[src/common/core_pkg.sv]
// shared widths and constants for the handheld core model
// bridge address map, video raster defaults, rom pacing
// and the fixed i2s ratios

package core_pkg;

    ////////////////////////////////////////////////////////////
    // bridge bus

    localparam int bridge_addr_w = 32;
    localparam int bridge_data_w = 32;

    // top address byte that routes writes to the rom loader
    localparam logic [7:0] rom_region = 8'h00;

    // bit 0 is the mouse toggle
    localparam logic [bridge_addr_w-1:0] settings_addr    = 32'h10000200;
    localparam logic [bridge_addr_w-1:0] frame_count_addr = 32'h10000204;

    ////////////////////////////////////////////////////////////
    // rom path

    // byte address into emulator memory
    localparam int rom_addr_w      = 16;
    // cycles between byte writes
    localparam int def_write_delay = 4;

    ////////////////////////////////////////////////////////////
    // video

    // r, g, b nibbles, red on top
    localparam int pixel_w = 12;
    localparam int rgb_w   = 24;
    localparam int coord_w = 10;

    localparam int def_h_bporch = 10;
    localparam int def_h_active = 256;
    localparam int def_h_total  = 1001;
    localparam int def_v_bporch = 10;
    localparam int def_v_active = 256;
    localparam int def_v_total  = 333;

    ////////////////////////////////////////////////////////////
    // audio

    // mclk cycles per bit clock
    localparam int sclk_div         = 4;
    // bit clocks per word-select half
    localparam int bits_per_channel = 32;

endpackage

[src/bridge/bridge_regs.sv]
// bridge register block
// settings register with the mouse toggle bit,
// 16-bit frame counter, registered read mux

`timescale 1ns/1ps

module bridge_regs (
    input  logic                              audgen_mclk,
    input  logic                              reset_n,
    input  logic [core_pkg::bridge_addr_w-1:0] bridge_addr,
    input  logic                              bridge_wr,
    input  logic [core_pkg::bridge_data_w-1:0] bridge_wr_data,
    input  logic                              bridge_rd,
    // one pulse per frame from the video timer
    input  logic                              frame_tick,
    output logic [core_pkg::bridge_data_w-1:0] bridge_rd_data,
    output logic                              mouse_toggle
);

    import core_pkg::*;

    localparam int frame_cnt_w = 16;

    logic                   settings_sel;
    logic                   frame_cnt_sel;
    logic [frame_cnt_w-1:0] frame_count;

    // full 32-bit match, nothing aliased
    assign settings_sel  = (bridge_addr == settings_addr);
    assign frame_cnt_sel = (bridge_addr == frame_count_addr);

    ////////////////////////////////////////////////////////////
    // writes

    always_ff @(posedge audgen_mclk or negedge reset_n) begin
        if (!reset_n) begin
            mouse_toggle <= 1'b0;
        end else if (bridge_wr && settings_sel) begin
            // only bit 0 is kept
            mouse_toggle <= bridge_wr_data[0];
        end
    end

    // frame counter
    // free running, wraps at 16 bits
    always_ff @(posedge audgen_mclk or negedge reset_n) begin
        if (!reset_n) begin
            frame_count <= '0;
        end else if (frame_tick) begin
            frame_count <= frame_count + 1'b1;
        end
    end

    ////////////////////////////////////////////////////////////
    // reads

    // data lands the cycle after bridge_rd
    // and holds until the next read
    always_ff @(posedge audgen_mclk or negedge reset_n) begin
        if (!reset_n) begin
            bridge_rd_data <= '0;
        end else if (bridge_rd) begin
            if (settings_sel) begin
                bridge_rd_data <= bridge_data_w'(mouse_toggle);
            end else if (frame_cnt_sel) begin
                // zero extended
                bridge_rd_data <= bridge_data_w'(frame_count);
            end else begin
                // unmapped
                bridge_rd_data <= '0;
            end
        end
    end

endmodule

[src/bridge/rom_loader.sv]
// rom loader
// latches a 32-bit bridge word aimed at the rom region and
// replays it as four paced byte writes, msb first

`timescale 1ns/1ps

module rom_loader #(
    // cycles between byte strobes, at least 2
    parameter int write_delay = core_pkg::def_write_delay
) (
    input  logic                              audgen_mclk,
    input  logic                              reset_n,
    input  logic [core_pkg::bridge_addr_w-1:0] bridge_addr,
    input  logic                              bridge_wr,
    input  logic [core_pkg::bridge_data_w-1:0] bridge_wr_data,
    output logic                              rom_wr,
    output logic [core_pkg::rom_addr_w-1:0]    rom_addr,
    output logic [7:0]                        rom_data
);

    import core_pkg::*;

    localparam int cnt_w = $clog2(write_delay + 1);

    logic                     busy;
    logic                     accept;
    logic                     fire;
    logic [cnt_w-1:0]         pace_cnt;
    logic [1:0]               byte_idx;
    logic [bridge_data_w-1:0] word_q;
    logic [rom_addr_w-1:0]    base_q;
    logic [7:0]               byte_sel;

    // writes landing while busy are dropped
    assign accept = bridge_wr && !busy
                  && (bridge_addr[bridge_addr_w-1 -: 8] == rom_region);

    // strobe registered on the next edge
    assign fire = busy && (pace_cnt == cnt_w'(write_delay - 1));

    // big-endian bridge, byte 0 is the top byte
    always_comb begin
        case (byte_idx)
            2'd0:    byte_sel = word_q[31:24];
            2'd1:    byte_sel = word_q[23:16];
            2'd2:    byte_sel = word_q[15:8];
            default: byte_sel = word_q[7:0];
        endcase
    end

    ////////////////////////////////////////////////////////////
    // control

    always_ff @(posedge audgen_mclk or negedge reset_n) begin
        if (!reset_n) begin
            busy     <= 1'b0;
            pace_cnt <= '0;
            byte_idx <= 2'd0;
            rom_wr   <= 1'b0;
        end else begin
            rom_wr <= 1'b0;
            if (accept) begin
                // accept cycle counts as zero
                busy     <= 1'b1;
                pace_cnt <= cnt_w'(1);
                byte_idx <= 2'd0;
            end else if (busy) begin
                pace_cnt <= pace_cnt + 1'b1;
                if (fire) begin
                    rom_wr   <= 1'b1;
                    pace_cnt <= '0;
                    byte_idx <= byte_idx + 2'd1;
                end
                // index wrapped back to 0 on the fourth strobe
                if (rom_wr && byte_idx == 2'd0) begin
                    busy <= 1'b0;
                end
            end
        end
    end

    ////////////////////////////////////////////////////////////
    // payload

    always_ff @(posedge audgen_mclk) begin
        if (accept) begin
            word_q <= bridge_wr_data;
            base_q <= bridge_addr[rom_addr_w-1:0];
        end
        if (fire) begin
            rom_data <= byte_sel;
            rom_addr <= base_q + rom_addr_w'(byte_idx);
        end
    end

endmodule

[src/video/video_timer.sv]
// video timing generator
// raster counters, registered sync and data enable,
// 12-bit pixel expanded to 24-bit colour

`timescale 1ns/1ps

module video_timer #(
    parameter int h_bporch = core_pkg::def_h_bporch,
    parameter int h_active = core_pkg::def_h_active,
    parameter int h_total  = core_pkg::def_h_total,
    parameter int v_bporch = core_pkg::def_v_bporch,
    parameter int v_active = core_pkg::def_v_active,
    parameter int v_total  = core_pkg::def_v_total
) (
    input  logic                        audgen_mclk,
    input  logic                        reset_n,
    input  logic [core_pkg::pixel_w-1:0] pixel_rgb,
    output logic [core_pkg::rgb_w-1:0]   video_rgb,
    output logic                        video_de,
    output logic                        video_hs,
    output logic                        video_vs,
    output logic                        frame_tick
);

    import core_pkg::*;

    // raster limits at counter width
    localparam logic [coord_w-1:0] h_last     = coord_w'(h_total - 1);
    localparam logic [coord_w-1:0] v_last     = coord_w'(v_total - 1);
    localparam logic [coord_w-1:0] h_de_start = coord_w'(h_bporch);
    localparam logic [coord_w-1:0] h_de_end   = coord_w'(h_bporch + h_active);
    localparam logic [coord_w-1:0] v_de_start = coord_w'(v_bporch);
    localparam logic [coord_w-1:0] v_de_end   = coord_w'(v_bporch + v_active);
    // hs sits a few pixels after vs
    localparam logic [coord_w-1:0] hs_x       = coord_w'(3);

    logic [coord_w-1:0] x_count;
    logic [coord_w-1:0] y_count;
    logic               h_active_area;
    logic               v_active_area;
    logic [pixel_w-1:0] pixel_q;
    logic [rgb_w-1:0]   pixel_exp;

    assign h_active_area = (x_count >= h_de_start) && (x_count < h_de_end);
    assign v_active_area = (y_count >= v_de_start) && (y_count < v_de_end);

    // each nibble into the top of its byte, low nibble zero
    assign pixel_exp = {pixel_q[11:8], 4'h0, pixel_q[7:4], 4'h0, pixel_q[3:0], 4'h0};

    ////////////////////////////////////////////////////////////
    // raster counters

    always_ff @(posedge audgen_mclk or negedge reset_n) begin
        if (!reset_n) begin
            x_count <= '0;
            y_count <= '0;
        end else if (x_count == h_last) begin
            x_count <= '0;
            // end of line, step y
            if (y_count == v_last) begin
                y_count <= '0;
            end else begin
                y_count <= y_count + 1'b1;
            end
        end else begin
            x_count <= x_count + 1'b1;
        end
    end

    ////////////////////////////////////////////////////////////
    // sync, enable, colour

    // outputs lag the counters by one cycle
    always_ff @(posedge audgen_mclk or negedge reset_n) begin
        if (!reset_n) begin
            video_vs  <= 1'b0;
            video_hs  <= 1'b0;
            video_de  <= 1'b0;
            video_rgb <= '0;
        end else begin
            video_vs <= (x_count == '0) && (y_count == '0);
            video_hs <= (x_count == hs_x);
            video_de <= h_active_area && v_active_area;
            // black outside the active window
            if (h_active_area && v_active_area) begin
                video_rgb <= pixel_exp;
            end else begin
                video_rgb <= '0;
            end
        end
    end

    // single input stage for the emulator pixel
    always_ff @(posedge audgen_mclk) begin
        pixel_q <= pixel_rgb;
    end

    // frame start for the frame counter, same pulse as vs
    assign frame_tick = video_vs;

endmodule

[src/logic/i2s_silence.sv]
// i2s silence generator
// bit clock from mclk divider, word select every
// 32 bit clocks, data line held low

`timescale 1ns/1ps

module i2s_silence (
    input  logic audgen_mclk,
    input  logic reset_n,
    output logic audio_sclk,
    output logic audio_lrck,
    output logic audio_dac
);

    import core_pkg::*;

    localparam int div_w = $clog2(sclk_div);
    localparam int bit_w = $clog2(bits_per_channel);

    logic [div_w-1:0] mclk_div;
    logic [bit_w-1:0] bit_cnt;
    logic             sclk_fall;

    // sclk is the divider msb with 4 mclk per bit
    assign audio_sclk = mclk_div[div_w-1];
    // divider about to wrap so sclk drops on this edge
    assign sclk_fall  = (mclk_div == div_w'(sclk_div - 1));

    // silent sample with every bit zero
    assign audio_dac = 1'b0;

    always_ff @(posedge audgen_mclk or negedge reset_n) begin
        if (!reset_n) begin
            mclk_div   <= '0;
            bit_cnt    <= '0;
            audio_lrck <= 1'b0;
        end else begin
            mclk_div <= mclk_div + 1'b1;
            if (sclk_fall) begin
                bit_cnt <= bit_cnt + 1'b1;
                // 32nd falling edge flips channel
                if (bit_cnt == bit_w'(bits_per_channel - 1)) begin
                    audio_lrck <= ~audio_lrck;
                end
            end
        end
    end

endmodule

[src/logic/pocket_core.sv]
// user core top level
// bridge registers, rom loader, video timing and i2s silence
// all on the one audgen_mclk domain

`timescale 1ns/1ps

module pocket_core #(
    parameter int h_bporch    = core_pkg::def_h_bporch,
    parameter int h_active    = core_pkg::def_h_active,
    parameter int h_total     = core_pkg::def_h_total,
    parameter int v_bporch    = core_pkg::def_v_bporch,
    parameter int v_active    = core_pkg::def_v_active,
    parameter int v_total     = core_pkg::def_v_total,
    parameter int write_delay = core_pkg::def_write_delay
) (
    input  logic                              audgen_mclk,
    input  logic                              reset_n,
    // bridge bus from the host
    input  logic [core_pkg::bridge_addr_w-1:0] bridge_addr,
    input  logic                              bridge_wr,
    input  logic [core_pkg::bridge_data_w-1:0] bridge_wr_data,
    input  logic                              bridge_rd,
    output logic [core_pkg::bridge_data_w-1:0] bridge_rd_data,
    // byte writes toward emulator memory
    output logic                              rom_wr,
    output logic [core_pkg::rom_addr_w-1:0]    rom_addr,
    output logic [7:0]                        rom_data,
    output logic                              mouse_toggle,
    // emulator pixel in, scaler video out
    input  logic [core_pkg::pixel_w-1:0]       pixel_rgb,
    output logic [core_pkg::rgb_w-1:0]         video_rgb,
    output logic                              video_de,
    output logic                              video_hs,
    output logic                              video_vs,
    // i2s
    output logic                              audio_sclk,
    output logic                              audio_lrck,
    output logic                              audio_dac
);

    // start of frame, video timer to frame counter
    logic frame_tick;

    ////////////////////////////////////////////////////////////
    // host side

    bridge_regs bridge_regs_inst (
        .audgen_mclk    (audgen_mclk),
        .reset_n        (reset_n),
        .bridge_addr    (bridge_addr),
        .bridge_wr      (bridge_wr),
        .bridge_wr_data (bridge_wr_data),
        .bridge_rd      (bridge_rd),
        .frame_tick     (frame_tick),
        .bridge_rd_data (bridge_rd_data),
        .mouse_toggle   (mouse_toggle)
    );

    // rom loader snoops the same write bus
    rom_loader #(
        .write_delay (write_delay)
    ) rom_loader_inst (
        .audgen_mclk    (audgen_mclk),
        .reset_n        (reset_n),
        .bridge_addr    (bridge_addr),
        .bridge_wr      (bridge_wr),
        .bridge_wr_data (bridge_wr_data),
        .rom_wr         (rom_wr),
        .rom_addr       (rom_addr),
        .rom_data       (rom_data)
    );

    ////////////////////////////////////////////////////////////
    // video and audio

    video_timer #(
        .h_bporch (h_bporch),
        .h_active (h_active),
        .h_total  (h_total),
        .v_bporch (v_bporch),
        .v_active (v_active),
        .v_total  (v_total)
    ) video_timer_inst (
        .audgen_mclk (audgen_mclk),
        .reset_n     (reset_n),
        .pixel_rgb   (pixel_rgb),
        .video_rgb   (video_rgb),
        .video_de    (video_de),
        .video_hs    (video_hs),
        .video_vs    (video_vs),
        .frame_tick  (frame_tick)
    );

    i2s_silence i2s_silence_inst (
        .audgen_mclk (audgen_mclk),
        .reset_n     (reset_n),
        .audio_sclk  (audio_sclk),
        .audio_lrck  (audio_lrck),
        .audio_dac   (audio_dac)
    );

endmodule

[config.mk]
export PLATFORM = sky130hd
export DESIGN_NAME = pocket_core
export DESIGN_NICKNAME = d
export VERILOG_FILES = /design/src/common/core_pkg.sv /design/src/bridge/bridge_regs.sv /design/src/bridge/rom_loader.sv /design/src/video/video_timer.sv /design/src/logic/i2s_silence.sv /design/src/logic/pocket_core.sv
export SDC_FILE = /design/constraint.sdc
export NUM_CORES = 1
export LEC_CHECK = 0
export CAP_MARGIN = 20
export CORE_ASPECT_RATIO = 1.1
export CORE_MARGIN = 2
export CORE_UTILIZATION = 52
export DETAILED_ROUTE_END_ITERATION = 8
export DONT_BUFFER_PORTS = 1
export GPL_TIMING_DRIVEN = 0
export PLACE_DENSITY_LB_ADDON = 0.1
export SLEW_MARGIN = 15
export SYNTH_ARGS = -nofsm -noshare
export SYNTH_HDL_FRONTEND = slang
export SYNTH_HIERARCHICAL = 1
export SYNTH_SLANG_ARGS = --single-unit
[constraint.sdc]
create_clock -name audgen_mclk -period 6.9 [get_ports audgen_mclk]
set_input_delay 1.035 -clock audgen_mclk [delete_from_list [all_inputs] [get_ports audgen_mclk]]
set_output_delay 1.035 -clock audgen_mclk [all_outputs]
set_load 0.01 [all_outputs]
==> results.sh <==
export IMPL_gr_usage_all_layers=0.181
export IMPL_dp_hpwl_mm=8.90
export IMPL_comb_power_share=0.075
export IMPL_clk_path_buf_depth=2
export IMPL_num_vias=4043
export IMPL_worst_path_clk_slew_ps=60
export IMPL_synth_fa_ha_area_frac=0.0326
export IMPL_root_buffer="clkbuf_16"
export IMPL_synthesis_area_per_instance_sq_um=13.1
export IMPL_grt_util_met1=0.217
export IMPL_area_delta_synth_final_pct=13.7
export IMPL_grt_busiest_layer="met2"
export IMPL_yosys_warning_count=6
export IMPL_floorplan_core_area_sq_um=13300
export IMPL_level_count_of_the_clock_h_tree=4
export IMPL_first_global_vias=4026
export IMPL_die_area_sq_um=14700
export IMPL_hold_violations=0
export IMPL_critical_path_reg2reg_endpoint="video_timer_inst/y_count[9]"
export IMPL_post_cts_setup_buffer_count=0
export IMPL_grt_antenna_before_repair=0
export IMPL_grt_ovfl_total=0
export IMPL_synth_enable_flop_cells=72
export IMPL_slew_viol_final=0
export IMPL_yosys_most_used_dff="dfrtp_1"
export IMPL_tritoncts="yes"
export IMPL_fp_dieW_microns=116
export IMPL_run_status="finished clean"
export IMPL_worstHoldPathType="in2async"
export IMPL_synth_cells=544
export IMPL_grt_use_met3=0.0612
export IMPL_post_synth_simple_gate_area=0.141
export IMPL_layout_core_utilization=0.610
export IMPL_grt_util_met2=0.305
export IMPL_p_leak_nw=3.49
export IMPL_top_level_ports=168
export IMPL_grt_max_degree=84
export IMPL_internal_power_w=0.00172
export IMPL_worst_pin_slew_ps=750
export IMPL_reg_to_reg_setup_timing_slack_ps=4760
export IMPL_synth_area_in_compound_gates=0.0546
export IMPL_post_synth_mux_area_share=0.0229
export IMPL_unique_cell_type_count_in_the_yosys_netlist=60
export IMPL_timing_reg2reg_worst_path_depth=8
export IMPL_largest_driver_fanout_on_the_critical_path=14
export IMPL_endpoint="rom_loader_inst/word_q[6]"
export IMPL_fp_row_count=44
export IMPL_buffer_ports_inserted=0
export IMPL_dp_slack_ps=4160
export IMPL_finalCritPeriodShare=0.332
export IMPL_routed_wire_length_per_instance_microns=15.9
export IMPL_worstSetupEndpointType="flip-flop"
export IMPL_type_of_the_worst_setup_path="in2reg"
export IMPL_route_detailed_vias_per_inst=5.12
export IMPL_initial_utilization=0.536
export IMPL_finalWirelength_mm=12.6
export IMPL_crit_path_launch_type="input port"
export IMPL_fin_worst_skew_ps=6.04
export IMPL_synthesis_area_sq_um=7150
export IMPL_worst_skew_pair_late_latency_ps=410
export IMPL_final_fill_count=1100
export IMPL_critical_path_launch_point="bridge_addr[27]"
export IMPL_ctsHoldBuffers=0
export IMPL_synth_xor_area_share=0.0539
export IMPL_drive_gt1_frac=0.163
export IMPL_slew_headroom=0.499
export IMPL_totalNegativeSetupSlack_ps=0
export IMPL_grt_setup_unrepaired="false"
export IMPL_grt_pass1_wl_mm=20.3
export IMPL_power_share_switching=0.213
export IMPL_diodes=0
export IMPL_finalWeightedCongestion=0.794
export IMPL_fin_hold_ws_ps=315
export IMPL_max_cap_violations=0
export IMPL_fmaxAchievable_mhz=437
export IMPL_count_of_endpoints_failing_setup_in_the_final_report=0
export IMPL_detail_route_drc_violations=0
export IMPL_crit_reg2reg_launch="video_timer_inst/x_count[0]"
export IMPL_numCtsBuffers=17
export IMPL_dominant_combinational_cell_family_by_area_after_synthesis="simple AND/OR/NAND/NOR gates"
export IMPL_drt_first_iter_violations=246
export IMPL_placed_instance_count=758
export IMPL_synth_sequential_area_ratio=0.627
export IMPL_antenna_violating_nets_post_route=0
export IMPL_post_route_worst_setup_slack_ps=4610
export IMPL_timing_critical_path_required_ps=7020
export IMPL_finalWorstPathRequiredPeriod_ps=2290
export IMPL_timing_critical_path_arrival_ps=2410
export IMPL_cts_sink_cnt=167
export IMPL_netSwitchingPower_w=0.000464
export IMPL_total_of_flip_flops_plus_latches_after_synthesis=167
export IMPL_clkPwrFrac=0.426
export IMPL_synth_async_reset_ratio=0.497
export IMPL_drt_pass1_iterations=7
export IMPL_die_y_microns=127
export IMPL_nNetsFinal=691
export IMPL_post_cts_resized_instances=0
export IMPL_instances_no_fill=790
export IMPL_vdd_ir_drop_worst_mv=0.161
export IMPL_seqPwrFrac=0.499
export IMPL_p_per_area_nw_per_um2=269
## cells in the mapped netlist (2+ instances only)
| cell type | count | share of area |
|---|---|---|
| clkbuf_1 | 9 | 0.0047 |
| inv_1 | 38 | 0.020 |
| and3_1 | 8 | 0.0070 |
| edfxtp_1 | 72 | 0.30 |
| mux2_2 | 2 | 0.0032 |
| a21oi_1 | 4 | 0.0028 |
| a222oi_1 | 8 | 0.011 |
| a31o_1 | 15 | 0.018 |
| ha_1 | 17 | 0.030 |
| xnor2_1 | 28 | 0.034 |
| conb_1 | 3 | 0.0016 |
| nand4_2 | 2 | 0.0035 |
| buf_6 | 5 | 0.0079 |
| mux2_4 | 2 | 0.0042 |
| nor4_4 | 3 | 0.0089 |
| nor4_1 | 11 | 0.0096 |
| a21o_1 | 3 | 0.0032 |
| nand2b_1 | 2 | 0.0018 |
| buf_4 | 30 | 0.032 |
| xor2_1 | 16 | 0.020 |
| nand4_1 | 12 | 0.011 |
| nor3_2 | 2 | 0.0028 |
| dfxtp_1 | 12 | 0.034 |
| mux2i_1 | 10 | 0.014 |
| nor2_1 | 24 | 0.013 |
| buf_2 | 4 | 0.0028 |
| o21ai_0 | 7 | 0.0049 |
| nor3_1 | 18 | 0.013 |
| and4_1 | 2 | 0.0025 |
| or3_1 | 3 | 0.0026 |
| dfrtp_1 | 83 | 0.29 |
| o31ai_1 | 5 | 0.0053 |
| nor2b_1 | 18 | 0.016 |
| nand3_1 | 19 | 0.013 |
| nand2_1 | 22 | 0.012 |
## final cells by class
type,instances,area (sq um),area share
inverter,38,143,0.0176
tap,184,230,0.0283
clock buffer,25,533,0.0656
multi-input combinational,317,2290,0.283
timing repair buffer,4,45.0,0.00555
sequential,167,4480,0.551
clock inverter,7,62.6,0.00770
buffer,48,335,0.0413
## stage by stage
stage | power (W) | cell area (sq um)
after floorplan | 0.00124 | 7240
after global placement | 0.00127 | 7470
after detailed placement | 0.00127 | 7530
after CTS | 0.00221 | 8120
after global routing | 0.00227 | 8120
final | 0.00218 | 8120
## flip-flops by register name, indices dropped and copies added (netlist names)
name / cells
rom_loader_inst/rom_addr: 16
i2s_silence_inst/audio_lrck: 1
bridge_regs_inst/bridge_rd_data: 16
bridge_regs_inst/mouse_toggle: 1
rom_loader_inst/busy: 1
i2s_silence_inst/bit_cnt: 5
video_timer_inst/x_count: 10
rom_loader_inst/byte_idx: 2
rom_loader_inst/word_q: 32
video_timer_inst/video_hs: 1
i2s_silence_inst/mclk_div: 2
rom_loader_inst/rom_data: 8
video_timer_inst/y_count: 10
bridge_regs_inst/frame_count: 16
rom_loader_inst/pace_cnt: 3
rom_loader_inst/base_q: 16
video_timer_inst/pixel_q: 12
video_timer_inst/video_rgb: 12
video_timer_inst/video_de: 1
video_timer_inst/frame_tick: 1
rom_loader_inst/rom_wr: 1
## worst min path at each step
stage	end	slack, ps	depth (start not counted)
after floorplan	video_timer_inst/video_rgb[12]	400	2
after global placement	video_timer_inst/video_rgb[15]	400	2
after detailed placement	video_timer_inst/video_rgb[15]	410	2
after CTS	video_timer_inst/video_rgb[22]	290	0
after global routing	video_timer_inst/video_rgb[20]	280	0
final	video_timer_inst/video_rgb[22]	320	0
## power by group through the flow
| stage | sequential [W] | clock (W) | combinational [W] |
|---|---|---|---|
| global placement | 0.00111 | 0 | 0.000160 |
| finish | 0.00109 | 0.000928 | 0.000164 |
| global route | 0.00109 | 0.000995 | 0.000186 |
| CTS | 0.00109 | 0.000952 | 0.000167 |
| floorplan | 0.00110 | 0 | 0.000134 |
| detailed placement | 0.00111 | 0 | 0.000165 |
## routing by layer
metal | share of wire | vias to the layer above | routed length (microns)
met3 | 0.055 | 13 | 694
met4 | 0.011 | 0 | 143
met1 | 0.41 | 1960 | 5130
met5 | 0 | - | 0
met2 | 0.52 | 102 | 6580
li1 | - | 1968 | -
## worst max-delay path, stage by stage
cell,delay (ps)
or4_4,530
nor4_4,400
buf_6,240
buf_6,190
## cell usage in the layout (no fill, tap or decap), types with 3 or more instances in the layout
| master | Yosys | final |
|---|---|---|
| dfrtp_1 | 83 | 83 |
| edfxtp_1 | 72 | 72 |
| inv_1 | 38 | 38 |
| buf_4 | 30 | 30 |
| conb_1 | 3 | 29 |
| xnor2_1 | 28 | 28 |
| nor2_1 | 24 | 23 |
| nand2_1 | 22 | 22 |
| clkbuf_16 | 0 | 20 |
| nand3_1 | 19 | 19 |
| nor2b_1 | 18 | 18 |
| nor3_1 | 18 | 18 |
| ha_1 | 17 | 17 |
| xor2_1 | 16 | 16 |
| a31o_1 | 15 | 15 |
| nand4_1 | 12 | 12 |
| clkbuf_1 | 9 | 12 |
| dfxtp_1 | 12 | 12 |
| nor4_1 | 11 | 11 |
| mux2i_1 | 10 | 10 |
| buf_6 | 5 | 9 |
| and3_1 | 8 | 8 |
| a222oi_1 | 8 | 8 |
| o21ai_0 | 7 | 7 |
| clkinv_2 | 0 | 5 |
| o31ai_1 | 5 | 5 |
| buf_2 | 4 | 4 |
| a21oi_1 | 4 | 4 |
| nor4_4 | 3 | 3 |
| a21o_1 | 3 | 3 |
| or3_1 | 3 | 3 |
## logic make-up (layout without fill, tap and decap cells)
| kind of cell | count (synthesis) | count (layout) |
|---|---|---|
| DFF | 167 | 167 |
| xor gates and xnor gates | 44 | 44 |
| buffers and inverters | 86 | 122 |
| AOI/OAI and AO/OA | 49 | 49 |
| adders and majority gates | 18 | 18 |
| muxes | 15 | 15 |
| other | 3 | 29 |
| and+or+nand+nor | 162 | 162 |
No activity file was read; power rests on OpenSTA's default activity.
